$ cat src/source/wallace_config.svh
`ifndef WALLACE_CONFIG_SVH
`define WALLACE_CONFIG_SVH

// multiplier operand width.
`define WM_OPERAND_WIDTH 32

// product width and the width of every partial-product row.
`define WM_PRODUCT_WIDTH 64

// one half of the final carry-propagate adder.
`define WM_PREFIX_WIDTH 32

// carry-save levels taking 32 rows down to 2.
`define WM_REDUCE_LEVELS 8

`endif

$ cat src/source/wallace_pkg.sv
`include "wallace_config.svh"

package wallace_pkg;

	typedef logic [`WM_OPERAND_WIDTH-1:0] operand_t;

	// one row, already shifted into product position.
	typedef logic [`WM_PRODUCT_WIDTH-1:0] row_t;

	typedef struct packed {
		logic [`WM_PREFIX_WIDTH-1:0] hi; // upper prefix adder result.
		logic [`WM_PREFIX_WIDTH-1:0] lo; // lower prefix adder result.
	} product_halves_t;

	typedef union packed {
		logic [`WM_PRODUCT_WIDTH-1:0] full;
		product_halves_t halves;
	} product_t;

	// rows left after one 3:2 level where leftover rows pass straight through.
	function automatic int next_row_count(int rows_in);
		return 2 * (rows_in / 3) + rows_in % 3;
	endfunction

endpackage

$ cat src/source/prefix_adder.sv
`timescale 1ns/1ps

`include "wallace_config.svh"

module prefix_adder #(
	parameter int WIDTH = `WM_PREFIX_WIDTH
) (
	input  logic [WIDTH-1:0] a,
	input  logic [WIDTH-1:0] b,
	input  logic             carry_in,
	output logic [WIDTH-1:0] sum,
	output logic             carry_out
);

	localparam int LEVELS = $clog2(WIDTH);

	always_comb begin
		logic [WIDTH-1:0] half_sum;
		logic [WIDTH-1:0] gen;
		logic [WIDTH-1:0] prop;

		half_sum = a ^ b;
		gen = a & b;
		prop = half_sum;
		gen[0] = gen[0] | (prop[0] & carry_in); // carry in folded into bit 0.

		// kogge-stone tree whose span doubles every level.
		for (int lvl = 0; lvl < LEVELS; lvl++) begin
			gen = gen | (prop & (gen << (1 << lvl)));
			prop = prop & ((prop << (1 << lvl)) | ~({WIDTH{1'b1}} << (1 << lvl)));
		end

		// gen[i] now holds the carry out of bit i.
		sum = half_sum ^ {gen[WIDTH-2:0], carry_in};
		carry_out = gen[WIDTH-1];
	end

endmodule

$ cat src/source/partial_product_gen.sv
`timescale 1ns/1ps

`include "wallace_config.svh"

module partial_product_gen import wallace_pkg::*; (
	input  logic     clk,
	input  logic     arst_n,
	input  logic     in_valid,
	input  operand_t x,
	input  operand_t y,
	output logic     out_valid,
	output row_t     rows [`WM_OPERAND_WIDTH]
);

	// row i is x gated by y[i] and moved up i columns.
	always_ff @(posedge clk or negedge arst_n) begin
		if (!arst_n) begin
			out_valid <= 1'b0;
			for (int i = 0; i < `WM_OPERAND_WIDTH; i++) begin
				rows[i] <= '0;
			end
		end else begin
			out_valid <= in_valid;
			for (int i = 0; i < `WM_OPERAND_WIDTH; i++) begin
				rows[i] <= row_t'(x & {`WM_OPERAND_WIDTH{y[i]}}) << i;
			end
		end
	end

	// nothing leaves the array on the first edge after reset goes away.
	first_cycle_idle: assert property (
		@(posedge clk) $rose(arst_n) |-> !out_valid
	);

endmodule

$ cat src/source/csa_reduce_level.sv
`timescale 1ns/1ps

module csa_reduce_level import wallace_pkg::*; #(
	parameter int ROWS_IN = 32
) (
	input  logic clk,
	input  logic arst_n,
	input  logic in_valid,
	input  row_t rows_in [ROWS_IN],
	output logic out_valid,
	output row_t rows_out [next_row_count(ROWS_IN)]
);

	localparam int GROUPS   = ROWS_IN / 3;
	localparam int ROWS_OUT = next_row_count(ROWS_IN);

	row_t next_rows [ROWS_OUT];
	row_t in_total;
	row_t out_total;

	always_comb begin
		for (int g = 0; g < GROUPS; g++) begin
			// full adder per column.
			next_rows[2*g] = rows_in[3*g] ^ rows_in[3*g+1] ^ rows_in[3*g+2];
			next_rows[2*g+1] = ((rows_in[3*g] & rows_in[3*g+1]) |
				(rows_in[3*g] & rows_in[3*g+2]) |
				(rows_in[3*g+1] & rows_in[3*g+2])) << 1; // carry goes one column up.
		end
		for (int r = 3 * GROUPS; r < ROWS_IN; r++) begin
			next_rows[r - GROUPS] = rows_in[r]; // leftover rows.
		end
	end

	always_ff @(posedge clk or negedge arst_n) begin
		if (!arst_n) begin
			out_valid <= 1'b0;
			for (int r = 0; r < ROWS_OUT; r++) begin
				rows_out[r] <= '0;
			end
		end else begin
			out_valid <= in_valid;
			for (int r = 0; r < ROWS_OUT; r++) begin
				rows_out[r] <= next_rows[r];
			end
		end
	end

	// column sums on both sides of the register.
	always_comb begin
		in_total = '0;
		for (int r = 0; r < ROWS_IN; r++) begin
			in_total = in_total + rows_in[r];
		end
	end

	always_comb begin
		out_total = '0;
		for (int r = 0; r < ROWS_OUT; r++) begin
			out_total = out_total + rows_out[r];
		end
	end

	// compression must not change the value the rows stand for.
	sum_preserved: assert property (
		@(posedge clk) disable iff (!arst_n)
		in_valid |=> out_total == $past(in_total)
	);

endmodule

$ cat src/source/final_adder.sv
`timescale 1ns/1ps

`include "wallace_config.svh"

module final_adder import wallace_pkg::*; (
	input  logic     clk,
	input  logic     arst_n,
	input  logic     in_valid,
	input  row_t     sum_row,
	input  row_t     carry_row,
	output logic     out_valid,
	output product_t product
);

	product_t product_next;
	logic     mid_carry;
	logic     top_carry;

	prefix_adder #(
		.WIDTH(`WM_PREFIX_WIDTH)
	) prefix_adder_lo (
		.a        (sum_row[`WM_PREFIX_WIDTH-1:0]),
		.b        (carry_row[`WM_PREFIX_WIDTH-1:0]),
		.carry_in (1'b0),
		.sum      (product_next.halves.lo),
		.carry_out(mid_carry)
	);

	// upper half waits on the lower carry.
	prefix_adder #(
		.WIDTH(`WM_PREFIX_WIDTH)
	) prefix_adder_hi (
		.a        (sum_row[`WM_PRODUCT_WIDTH-1:`WM_PREFIX_WIDTH]),
		.b        (carry_row[`WM_PRODUCT_WIDTH-1:`WM_PREFIX_WIDTH]),
		.carry_in (mid_carry),
		.sum      (product_next.halves.hi),
		.carry_out(top_carry)
	);

	always_ff @(posedge clk or negedge arst_n) begin
		if (!arst_n) begin
			out_valid <= 1'b0;
			product <= '0;
		end else begin
			out_valid <= in_valid;
			product <= product_next;
		end
	end

	// a 32x32 product fits in 64 bits if the tree above kept its sum.
	no_product_overflow: assert property (
		@(posedge clk) disable iff (!arst_n)
		in_valid |-> !top_carry
	);

endmodule

$ cat src/source/wallace_mult_top.sv
`timescale 1ns/1ps

`include "wallace_config.svh"

module wallace_mult_top import wallace_pkg::*; (
	input  logic     clk,
	input  logic     arst_n,
	input  logic     in_valid,
	input  operand_t x,
	input  operand_t y,
	output logic     out_valid,
	output product_t product
);

	// rows entering a given reduction level.
	function automatic int rows_at_level(int lvl);
		int n;
		n = `WM_OPERAND_WIDTH;
		for (int k = 0; k < lvl; k++) begin
			n = next_row_count(n);
		end
		return n;
	endfunction

	logic pp_valid;
	row_t pp_rows [`WM_OPERAND_WIDTH];

	partial_product_gen partial_product_gen_inst (
		.clk      (clk),
		.arst_n   (arst_n),
		.in_valid (in_valid),
		.x        (x),
		.y        (y),
		.out_valid(pp_valid),
		.rows     (pp_rows)
	);

	// 32, 22, 15, 10, 7, 5, 4, 3 rows in, 2 out of the last level.
	for (genvar i = 0; i < `WM_REDUCE_LEVELS; i++) begin : level
		localparam int N_IN  = rows_at_level(i);
		localparam int N_OUT = next_row_count(N_IN);

		logic valid_in;
		row_t rows_in [N_IN];
		logic valid_out;
		row_t rows_out [N_OUT];

		if (i == 0) begin : g_first
			assign valid_in = pp_valid;
			assign rows_in = pp_rows;
		end else begin : g_chain
			assign valid_in = level[i-1].valid_out;
			assign rows_in = level[i-1].rows_out;
		end

		csa_reduce_level #(
			.ROWS_IN(N_IN)
		) csa_reduce_level_inst (
			.clk      (clk),
			.arst_n   (arst_n),
			.in_valid (valid_in),
			.rows_in  (rows_in),
			.out_valid(valid_out),
			.rows_out (rows_out)
		);
	end

	final_adder final_adder_inst (
		.clk      (clk),
		.arst_n   (arst_n),
		.in_valid (level[`WM_REDUCE_LEVELS-1].valid_out),
		.sum_row  (level[`WM_REDUCE_LEVELS-1].rows_out[0]),
		.carry_row(level[`WM_REDUCE_LEVELS-1].rows_out[1]),
		.out_valid(out_valid),
		.product  (product)
	);

endmodule

$ cat config.mk
export PLATFORM = sky130hd
export DESIGN_NAME = wallace_mult_top
export DESIGN_NICKNAME = d
export VERILOG_FILES = /design/src/source/wallace_pkg.sv /design/src/source/prefix_adder.sv /design/src/source/partial_product_gen.sv /design/src/source/csa_reduce_level.sv /design/src/source/final_adder.sv /design/src/source/wallace_mult_top.sv
export VERILOG_INCLUDE_DIRS = /design/src /design/src/source
export SDC_FILE = /design/constraint.sdc
export NUM_CORES = 2
export LEC_CHECK = 0
export BUFFER_PORTS_ARGS = -buffer_cell sky130_fd_sc_hd__buf_2
export CAP_MARGIN = 20
export CORE_ASPECT_RATIO = 0.9
export CORE_MARGIN = 5
export CORE_UTILIZATION = 60
export CTS_CLUSTER_SIZE = 30
export DETAILED_ROUTE_END_ITERATION = 8
export MAX_ROUTING_LAYER = met4
export PLACE_DENSITY = 0.76
export SYNTH_ARGS = -nofsm -noshare
export SYNTH_HDL_FRONTEND = slang
export SYNTH_SLANG_ARGS = --single-unit
$ cat constraint.sdc
create_clock -name clk -period 4.9 [get_ports clk]
set_clock_uncertainty 0.1 [all_clocks]
set_input_delay 0.98 -clock clk [delete_from_list [all_inputs] [get_ports clk]]
set_output_delay 0.98 -clock clk [all_outputs]
set_load 0.02 [all_outputs]
Word-level counts from Yosys, hierarchy flattened. Cells that the tools add are included.

Flip-flop bits (word level): 5326. Bits of input ports: 67. Output and inout port bits: 65. Logic and storage cells: 389.

Bitwise logic cells: 278.

Operators with widths (count): 63-bit bitwise AND (60); 63-bit bitwise OR (60); 64-bit XOR (40); 32-bit bitwise AND (42); 31-bit bitwise AND (10); 32-bit bitwise OR (5); 31-bit bitwise OR (5); 32-bit XOR (4); 59-bit by 61-bit bitwise AND with 61-bit output (1); 60-bit by 61-bit bitwise AND with 61-bit output (1); 60-bit by 61-bit XOR with 61-bit output (1); 59-bit by 60-bit bitwise AND with 60-bit output (1); 59-bit by 60-bit XOR with 60-bit output (1); 56-bit by 58-bit bitwise AND with 58-bit output (1); 57-bit by 58-bit bitwise AND with 58-bit output (1); 57-bit by 58-bit XOR with 58-bit output (1); 56-bit by 57-bit bitwise AND with 57-bit output (1); 56-bit by 57-bit XOR with 57-bit output (1); 53-bit by 55-bit bitwise AND with 55-bit output (1); 54-bit by 55-bit bitwise AND with 55-bit output (1); 54-bit by 55-bit XOR with 55-bit output (1); 53-bit by 54-bit bitwise AND with 54-bit output (1); 53-bit by 54-bit XOR with 54-bit output (1); 50-bit by 52-bit bitwise AND with 52-bit output (1); other kinds (36) (36).

Logic depth before layout (Yosys ltp).
Word-level depth: 24. Depth in mapped cells: 17.

Modules after synthesis. From an unflattened synthesis, not the netlist that was laid out.

Cells, all modules: 10048. Area, all modules: 192713.6 µm².

Modules (own cells, without submodules): csa_reduce_level at level[0].csa_reduce_level_inst (times used 1, cells each 2050, area an instance 47937.2 µm², sequential area each 35008.6 µm²); partial_product_gen (times used 1, cells each 3266, area an instance 40741.6 µm², sequential area each 25649.6 µm²); csa_reduce_level at level[1].csa_reduce_level_inst (times used 1, cells each 1410, area an instance 32924.1 µm², sequential area each 23872.9 µm²); csa_reduce_level at level[2].csa_reduce_level_inst (times used 1, cells each 962, area an instance 22381.5 µm², sequential area each 15915.3 µm²); csa_reduce_level at level[3].csa_reduce_level_inst (times used 1, cells each 642, area an instance 15041.9 µm², sequential area each 11160.7 µm²); csa_reduce_level at level[4].csa_reduce_level_inst (times used 1, cells each 450, area an instance 10571.4 µm², sequential area each 7982.7 µm²); csa_reduce_level at level[5].csa_reduce_level_inst (times used 1, cells each 322, area an instance 7702.4 µm², sequential area each 6406.1 µm²); csa_reduce_level at level[6].csa_reduce_level_inst (times used 1, cells each 258, area an instance 6100.9 µm², sequential area each 4804.6 µm²); csa_reduce_level at level[7].csa_reduce_level_inst (times used 1, cells each 194, area an instance 4499.3 µm², sequential area each 3203.1 µm²); prefix_adder (times used 2, cells each 214, area an instance 1591.5 µm², sequential area each 0.0 µm²); final_adder (times used 1, cells each 66, area an instance 1630.3 µm², sequential area each 1626.6 µm²).

Least setup slack after synthesis. OpenSTA, ideal clock, no wires.

Path type: reg2reg. From: reg level[7].csa_reduce_level_inst.rows_out[77] (netlist bit). To: reg final_adder_inst.product[63] (netlist bit). Library setup time: 0.128 ns. Arrival time: 3.886 ns. Setup slack: 0.786 ns. Cell stages (with the launch flop): 18. Period minus slack after synthesis: 4.114 ns. Cells stage by stage: dfrtp_1 -> ha_1 -> a2111oi_2 -> o21ai_1 -> nand4_1 -> a31oi_1 -> a221o_1 -> nand2b_1 -> a21oi_1 -> fa_1 -> a21oi_1 -> nand3b_1 -> a21oi_1 -> a2111o_1 -> a21oi_1 -> o41a_1 -> o21bai_1 -> xor2_1.

Word-level cells in the longest chain between the ends: 21.

RTL lines: start: declaration (RTL line csa_reduce_level.sv:11) `output row_t rows_out [next_row_count(ROWS_IN)]`; start signal: indexed assignment (RTL line csa_reduce_level.sv:43) `rows_out[r] <= next_rows[r];`; 32-bit XOR (RTL line prefix_adder.sv:22) `half_sum = a ^ b;`; 32-bit bitwise AND (RTL line prefix_adder.sv:29) `gen = gen | (prop & (gen << (1 << lvl)));`; 32-bit bitwise OR (RTL line prefix_adder.sv:29); 32-bit bitwise AND (RTL line prefix_adder.sv:29); 32-bit bitwise OR (2 in a row) (RTL line prefix_adder.sv:29); 32-bit bitwise OR (*) (RTL line prefix_adder.sv:29); 32-bit bitwise AND (*) (RTL line prefix_adder.sv:29); 32-bit bitwise OR (*) (RTL line prefix_adder.sv:29); [5 not listed]; 31-bit bitwise AND (*) (RTL line prefix_adder.sv:29); 31-bit bitwise OR (*) (RTL line prefix_adder.sv:29); 31-bit bitwise AND (*) (RTL line prefix_adder.sv:29); 31-bit bitwise OR (*) (RTL line prefix_adder.sv:29); 31-bit bitwise AND (*) (RTL line prefix_adder.sv:29); 31-bit bitwise OR (*) (RTL line prefix_adder.sv:29); 32-bit XOR (*) (RTL line prefix_adder.sv:34) `sum = half_sum ^ {gen[WIDTH-2:0], carry_in};`; via final_adder_inst.prefix_adder_hi.sum[31] (RTL line prefix_adder.sv:11) `output logic [WIDTH-1:0] sum,`; end signal: assignment (RTL line final_adder.sv:46) `product <= product_next;`; end: declaration (RTL line final_adder.sv:12) `output product_t product`.

The timed path passes the listed nets; every way through them passes the cells marked *.

Final worst setup path.
From: reg level[7].csa_reduce_level_inst.rows_out[77] (netlist bit). To: reg final_adder_inst.product[51] (netlist bit).

Word-level cells in the longest chain between the ends: 19.

RTL lines: 32-bit XOR (RTL line prefix_adder.sv:22); 32-bit bitwise AND (RTL line prefix_adder.sv:29); 32-bit bitwise OR (RTL line prefix_adder.sv:29); 32-bit bitwise AND (RTL line prefix_adder.sv:29); 32-bit bitwise OR (2 in a row) (RTL line prefix_adder.sv:29); 32-bit bitwise OR (*) (RTL line prefix_adder.sv:29); 32-bit bitwise AND (*) (RTL line prefix_adder.sv:29); 32-bit bitwise OR (*) (RTL line prefix_adder.sv:29); 1-bit bitwise AND (*) (RTL line prefix_adder.sv:25) `gen[0] = gen[0] | (prop[0] & carry_in);`; 1-bit bitwise OR (*) (RTL line prefix_adder.sv:25); 31-bit bitwise OR (*) (RTL line prefix_adder.sv:29); 31-bit bitwise AND (*) (RTL line prefix_adder.sv:29); 31-bit bitwise OR (*) (3 in a row) (RTL line prefix_adder.sv:29); 31-bit bitwise AND (*) (RTL line prefix_adder.sv:29); 31-bit bitwise OR (*) (RTL line prefix_adder.sv:29); 32-bit XOR (*) (RTL line prefix_adder.sv:34); via final_adder_inst.prefix_adder_hi.sum[19] (RTL line prefix_adder.sv:11).

Marks and branches as above.

==> parameters.txt <==
Parameter                              Value

Drt
  DRC    0
  Sum of routed wire length over all layers    242000 um
  Vias after detailed routing    51200
  Iteration-0 DRC Markers    5023
  Average wire length per cell after detail routing    25.3 um
  Avg Vias per Cell    5.34
  Remaining number of nets flagged by the antenna check after routing    0
  First-pass iteration count of the detailed router    5

Power
  Power per Cell Area    568 nW/um^2
  Cell internal pwr    56.5 mW
  Total power consumption of the routed design    77.5 mW
  Switching fraction of total power    27.1%
  Net switching component of the power    21.0 mW
  Sequential group share of total power    51.5%
  Leakage power summed over all cells    65.8 nW
  Combinational share of power    14.4%
  Maximum VDD drop    372 uV
  Portion of total power attributed to the clock network    34.1%

Timing
  Final hold viol count    0
  Clock period minus worst slack    4.66 ns
  Pins Over Slew Limit    0
  Sum of negative setup slack    0 ns
  Headroom to the max-slew limit    21.6%
  Final worst path period share    95.2%
  FMAX    214 MHz
  Worst Tran Pin Value    1.18 ns
  Final setup violating endpoints    0
  Unrepaired setup endpoints after global routing    no
  Min setup slack post-route    0.237 ns
  Worst Hold Margin    0.108 ns

Global routing
  Remaining Overflow, GRT    0
  First-pass GRT wire length    382000 um
  Via count of the first global-routing pass    59500
  Initial antenna violation count    45
  Largest net degree at the start of global routing    178
  Tot GR Track Use    25.5%

Layout
  Growth of design area from synthesis to finish    12.9%
  Final cell count without fillers    9581
  Layout cells sized above 1    11.0%
  Total number of nets in the final design    7800
  Fin area    136000 um^2
  Filler cell count    11900
  Fin util    68.0%

Critical path
  Type of element launching the critical path    flip-flop
  Critical Path End Type    flip-flop
  Launching point of the worst reg2reg path    level[7].csa_reduce_level_inst.rows_out[77]$_DFF_PN0_
  Start point of the critical path    level[7].csa_reduce_level_inst.rows_out[77]$_DFF_PN0_
  Data arrival time at the worst-slack endpoint    5.38 ns
  Largest driver fanout on the critical path    5
  Register-to-Register Path Depth    20
  Required time of the critical path    5.61 ns
  Critical Setup Path Class    reg -> reg

Die
  Core region area    200000 um^2
  Die Wd    483 um
  Num rows    156
  Vertical die dimension    436 um
  Initial cell density of the core    60.2%
  IO Pins    132
  DIE AREA    210000 um^2

Yosys
  Number of distinct library cells after synthesis    49
  Yosys warning total    0
  Post-synthesis simple-gate area fraction    5.66%
  Proportion of synthesized area in mux cells    0%
  Sequential element share of the synthesized area    75.4%
  Post-synthesis net count    7441
  Async S/R FF share, synth    100%
  Largest family of logic cells by synthesized area    adder cells
  Post-synthesis xor/xnor area fraction    0.326%
  Leading area contributor after synthesis    sky130_fd_sc_hd__dfrtp_1
  Most instantiated flip-flop cell in the synthesis netlist    sky130_fd_sc_hd__dfrtp_1
  Synthesized-area fraction occupied by ao, oa, aoi and oai cells    0.757%
  Cell Area, Synth    121000 um^2
  Flop and latch count out of synthesis    3637
  Cell count after synthesis    6253
  Synth top area cells    sky130_fd_sc_hd__dfrtp_1, sky130_fd_sc_hd__fa_1, sky130_fd_sc_hd__and2_1, sky130_fd_sc_hd__ha_1, sky130_fd_sc_hd__clkbuf_1
  Post-Synthesis Mean Instance Area    19.3 um^2
  Fraction of post-synthesis cell area in the top cell type by area    75.4%
  Number of flops mapped to enable cells by yosys    0
  Share of synthesized cell area in full adder, half adder and majority cells    17.3%

Placed design
  Last weighted congestion value of the routability-driven placer    0.822
  Sum of net half-perimeters after detailed placement    144000 um
  Buffers on Ports    131
  Cell Count Post-Placement    8940
  Placed Instance Area    125000 um^2
  Pre-CTS setup slack    -0.211 ns

Clock tree
  Clk_lat worst skew    0.93 ns
  Sinks on Clock Net    3637
  Number of clock buffers inserted by TritonCTS    352
  H-tree level count    5
  Clock-pin slew of the registers on the worst-case setup and hold paths    0.06 ns
  Number of buffers on the longest clock path    4
  Clock tree from TritonCTS    yes
  Clock Root Buffer    sky130_fd_sc_hd__clkbuf_16

Run status
  Status    complete, no violations

Flow run
  Number of maximum-capacitance violations    0

Hold path
  Worst Hold Path Cells    1
  Worst min-delay path category    in -> reg
  Hold_sp    in_valid
-- per-layer routing --
layer	global-route usage, %	wire length (um)
met1	38.3	106000
met2	35.8	111000
met3	6.84	19700
met4	6.07	5330
met5	-	0
-- critical path, stage by stage, from the launching register on --
cell	delay, ns
sky130_fd_sc_hd__dfrtp_1	0.37
sky130_fd_sc_hd__ha_1	0.34
sky130_fd_sc_hd__a2111oi_4	0.35
sky130_fd_sc_hd__o21ai_2	0.13
sky130_fd_sc_hd__nand4_1	0.19
sky130_fd_sc_hd__a31oi_4	0.12
sky130_fd_sc_hd__buf_4	0.17
sky130_fd_sc_hd__a221o_1	0.39
sky130_fd_sc_hd__nand2b_1	0.09
sky130_fd_sc_hd__a21oi_1	0.10
sky130_fd_sc_hd__fa_1	0.42
sky130_fd_sc_hd__a21oi_1	0.16
sky130_fd_sc_hd__buf_4	0.14
sky130_fd_sc_hd__nand3b_1	0.10
sky130_fd_sc_hd__buf_4	0.15
sky130_fd_sc_hd__a21oi_4	0.09
sky130_fd_sc_hd__o21a_4	0.28
sky130_fd_sc_hd__o21a_4	0.21
sky130_fd_sc_hd__o21a_4	0.20
sky130_fd_sc_hd__a221oi_2	0.29
sky130_fd_sc_hd__xnor2_1	0.16
-- final cells by class --
class,count,area [um^2],share of cell area [%]
Antenna cell,23,57.6,0.0422
Clock buffer,519,10400,7.64
Clock inverter,95,953,0.699
Inverter,6,22.5,0.0165
Multi-Input combinational cell,2412,29100,21.3
Sequential cell,3637,91000,66.7
Tap cell,2686,3360,2.46
Timing Repair Buffer,203,1510,1.11
-- Yosys cell counts, types with 2 or more instances --
cell type	instances
sky130_fd_sc_hd__nor2b_1	6
sky130_fd_sc_hd__nor3_1	8
sky130_fd_sc_hd__and3_1	4
sky130_fd_sc_hd__inv_1	6
sky130_fd_sc_hd__o21bai_1	4
sky130_fd_sc_hd__nand4_1	5
sky130_fd_sc_hd__o21a_4	3
sky130_fd_sc_hd__a31oi_1	4
sky130_fd_sc_hd__a21o_1	22
sky130_fd_sc_hd__xor2_1	12
sky130_fd_sc_hd__a221oi_1	3
sky130_fd_sc_hd__fa_1	908
sky130_fd_sc_hd__nor2_1	27
sky130_fd_sc_hd__a221oi_2	2
sky130_fd_sc_hd__and2_1	1025
sky130_fd_sc_hd__a21oi_1	43
sky130_fd_sc_hd__clkbuf_1	198
sky130_fd_sc_hd__a211oi_1	4
sky130_fd_sc_hd__o211ai_1	2
sky130_fd_sc_hd__nand2_1	19
sky130_fd_sc_hd__dfrtp_1	3637
sky130_fd_sc_hd__nand3_1	7
sky130_fd_sc_hd__o21ai_0	22
sky130_fd_sc_hd__ha_1	213
sky130_fd_sc_hd__nand2b_1	5
sky130_fd_sc_hd__a221o_1	2
sky130_fd_sc_hd__o21a_1	8
sky130_fd_sc_hd__xnor2_1	33
-- layout by cell type, fill, tap and decap left out, types with 6 or more instances in the layout --
master,n
sky130_fd_sc_hd__clkbuf_1,79
sky130_fd_sc_hd__fa_1,908
sky130_fd_sc_hd__nand2_1,19
sky130_fd_sc_hd__nor3_1,8
sky130_fd_sc_hd__nor2_1,27
sky130_fd_sc_hd__o21ai_0,19
sky130_fd_sc_hd__nand3_1,7
sky130_fd_sc_hd__clkbuf_16,361
sky130_fd_sc_hd__nor2b_1,6
sky130_fd_sc_hd__diode_2,23
sky130_fd_sc_hd__buf_4,48
sky130_fd_sc_hd__o21a_1,8
sky130_fd_sc_hd__xor2_1,12
sky130_fd_sc_hd__a21o_1,22
sky130_fd_sc_hd__a21oi_1,40
sky130_fd_sc_hd__clkinv_2,60
sky130_fd_sc_hd__inv_6,7
sky130_fd_sc_hd__dfrtp_1,3637
sky130_fd_sc_hd__and2_1,1025
sky130_fd_sc_hd__bufinv_16,16
sky130_fd_sc_hd__clkinvlp_4,6
sky130_fd_sc_hd__clkbuf_8,79
sky130_fd_sc_hd__buf_2,130
sky130_fd_sc_hd__xnor2_1,33
sky130_fd_sc_hd__buf_12,23
sky130_fd_sc_hd__inv_1,6
sky130_fd_sc_hd__ha_1,213
-- worst paths after layout --
check	endpoint	slack, ns
min	partial_product_gen_inst.out_valid$_DFF_PN0_	0.11
max	final_adder_inst.product[51]$_DFF_PN0_	0.24
min in group asynchronous	partial_product_gen_inst.rows[1103]$_DFF_PN0_	0.57
max reg2reg	final_adder_inst.product[51]$_DFF_PN0_	0.24
min reg2reg	level[0].csa_reduce_level_inst.rows_out[98]$_DFF_PN0_	0.24
max in group asynchronous	level[6].csa_reduce_level_inst.rows_out[160]$_DFF_PN0_	2.69
-- cell families (layout without fill, tap and decap cells) --
kind of cell,count (synthesis),after routing
simple gates,1112,1112
flops,3637,3637
xor+xnor,45,45
fa+ha+maj,1121,1121
buf+inv,204,823
other cells,0,23
compound gates,134,134
-- timing repair --
| action | 4_1_cts | 5_1_grt |
|---|---|---|
| endpoints found under the setup margin | 7 | 14 |
| buffers inserted | 0 | 1 |
| pin swaps | 0 | 1 |
| resized for setup | 4 | 12 |
| hold endpoints to repair | 30 | 0 |
| hold buffers | 1 | 0 |
-- registers in the layout (all words and copies together) (netlist names) --
register / cells
final_adder_inst.out_valid: 1
final_adder_inst.product: 64
partial_product_gen_inst.out_valid: 1
level.csa_reduce_level_inst.out_valid: 8
level.csa_reduce_level_inst.rows_out: 2539
partial_product_gen_inst.rows: 1024
-- power by group through the flow --
stage	clock network [mW]	logic, mW	registers, mW
4_1_cts	26.9	11.3	40.0
6_report	26.4	11.2	39.9
5_1_grt	28.2	12.7	40.5
3_5_place_dp	0	10.7	40.3
2_1_floorplan	0	4.84	39.5
3_3_place_gp	0	10.1	39.9
(Power assumes the default switching activity.)
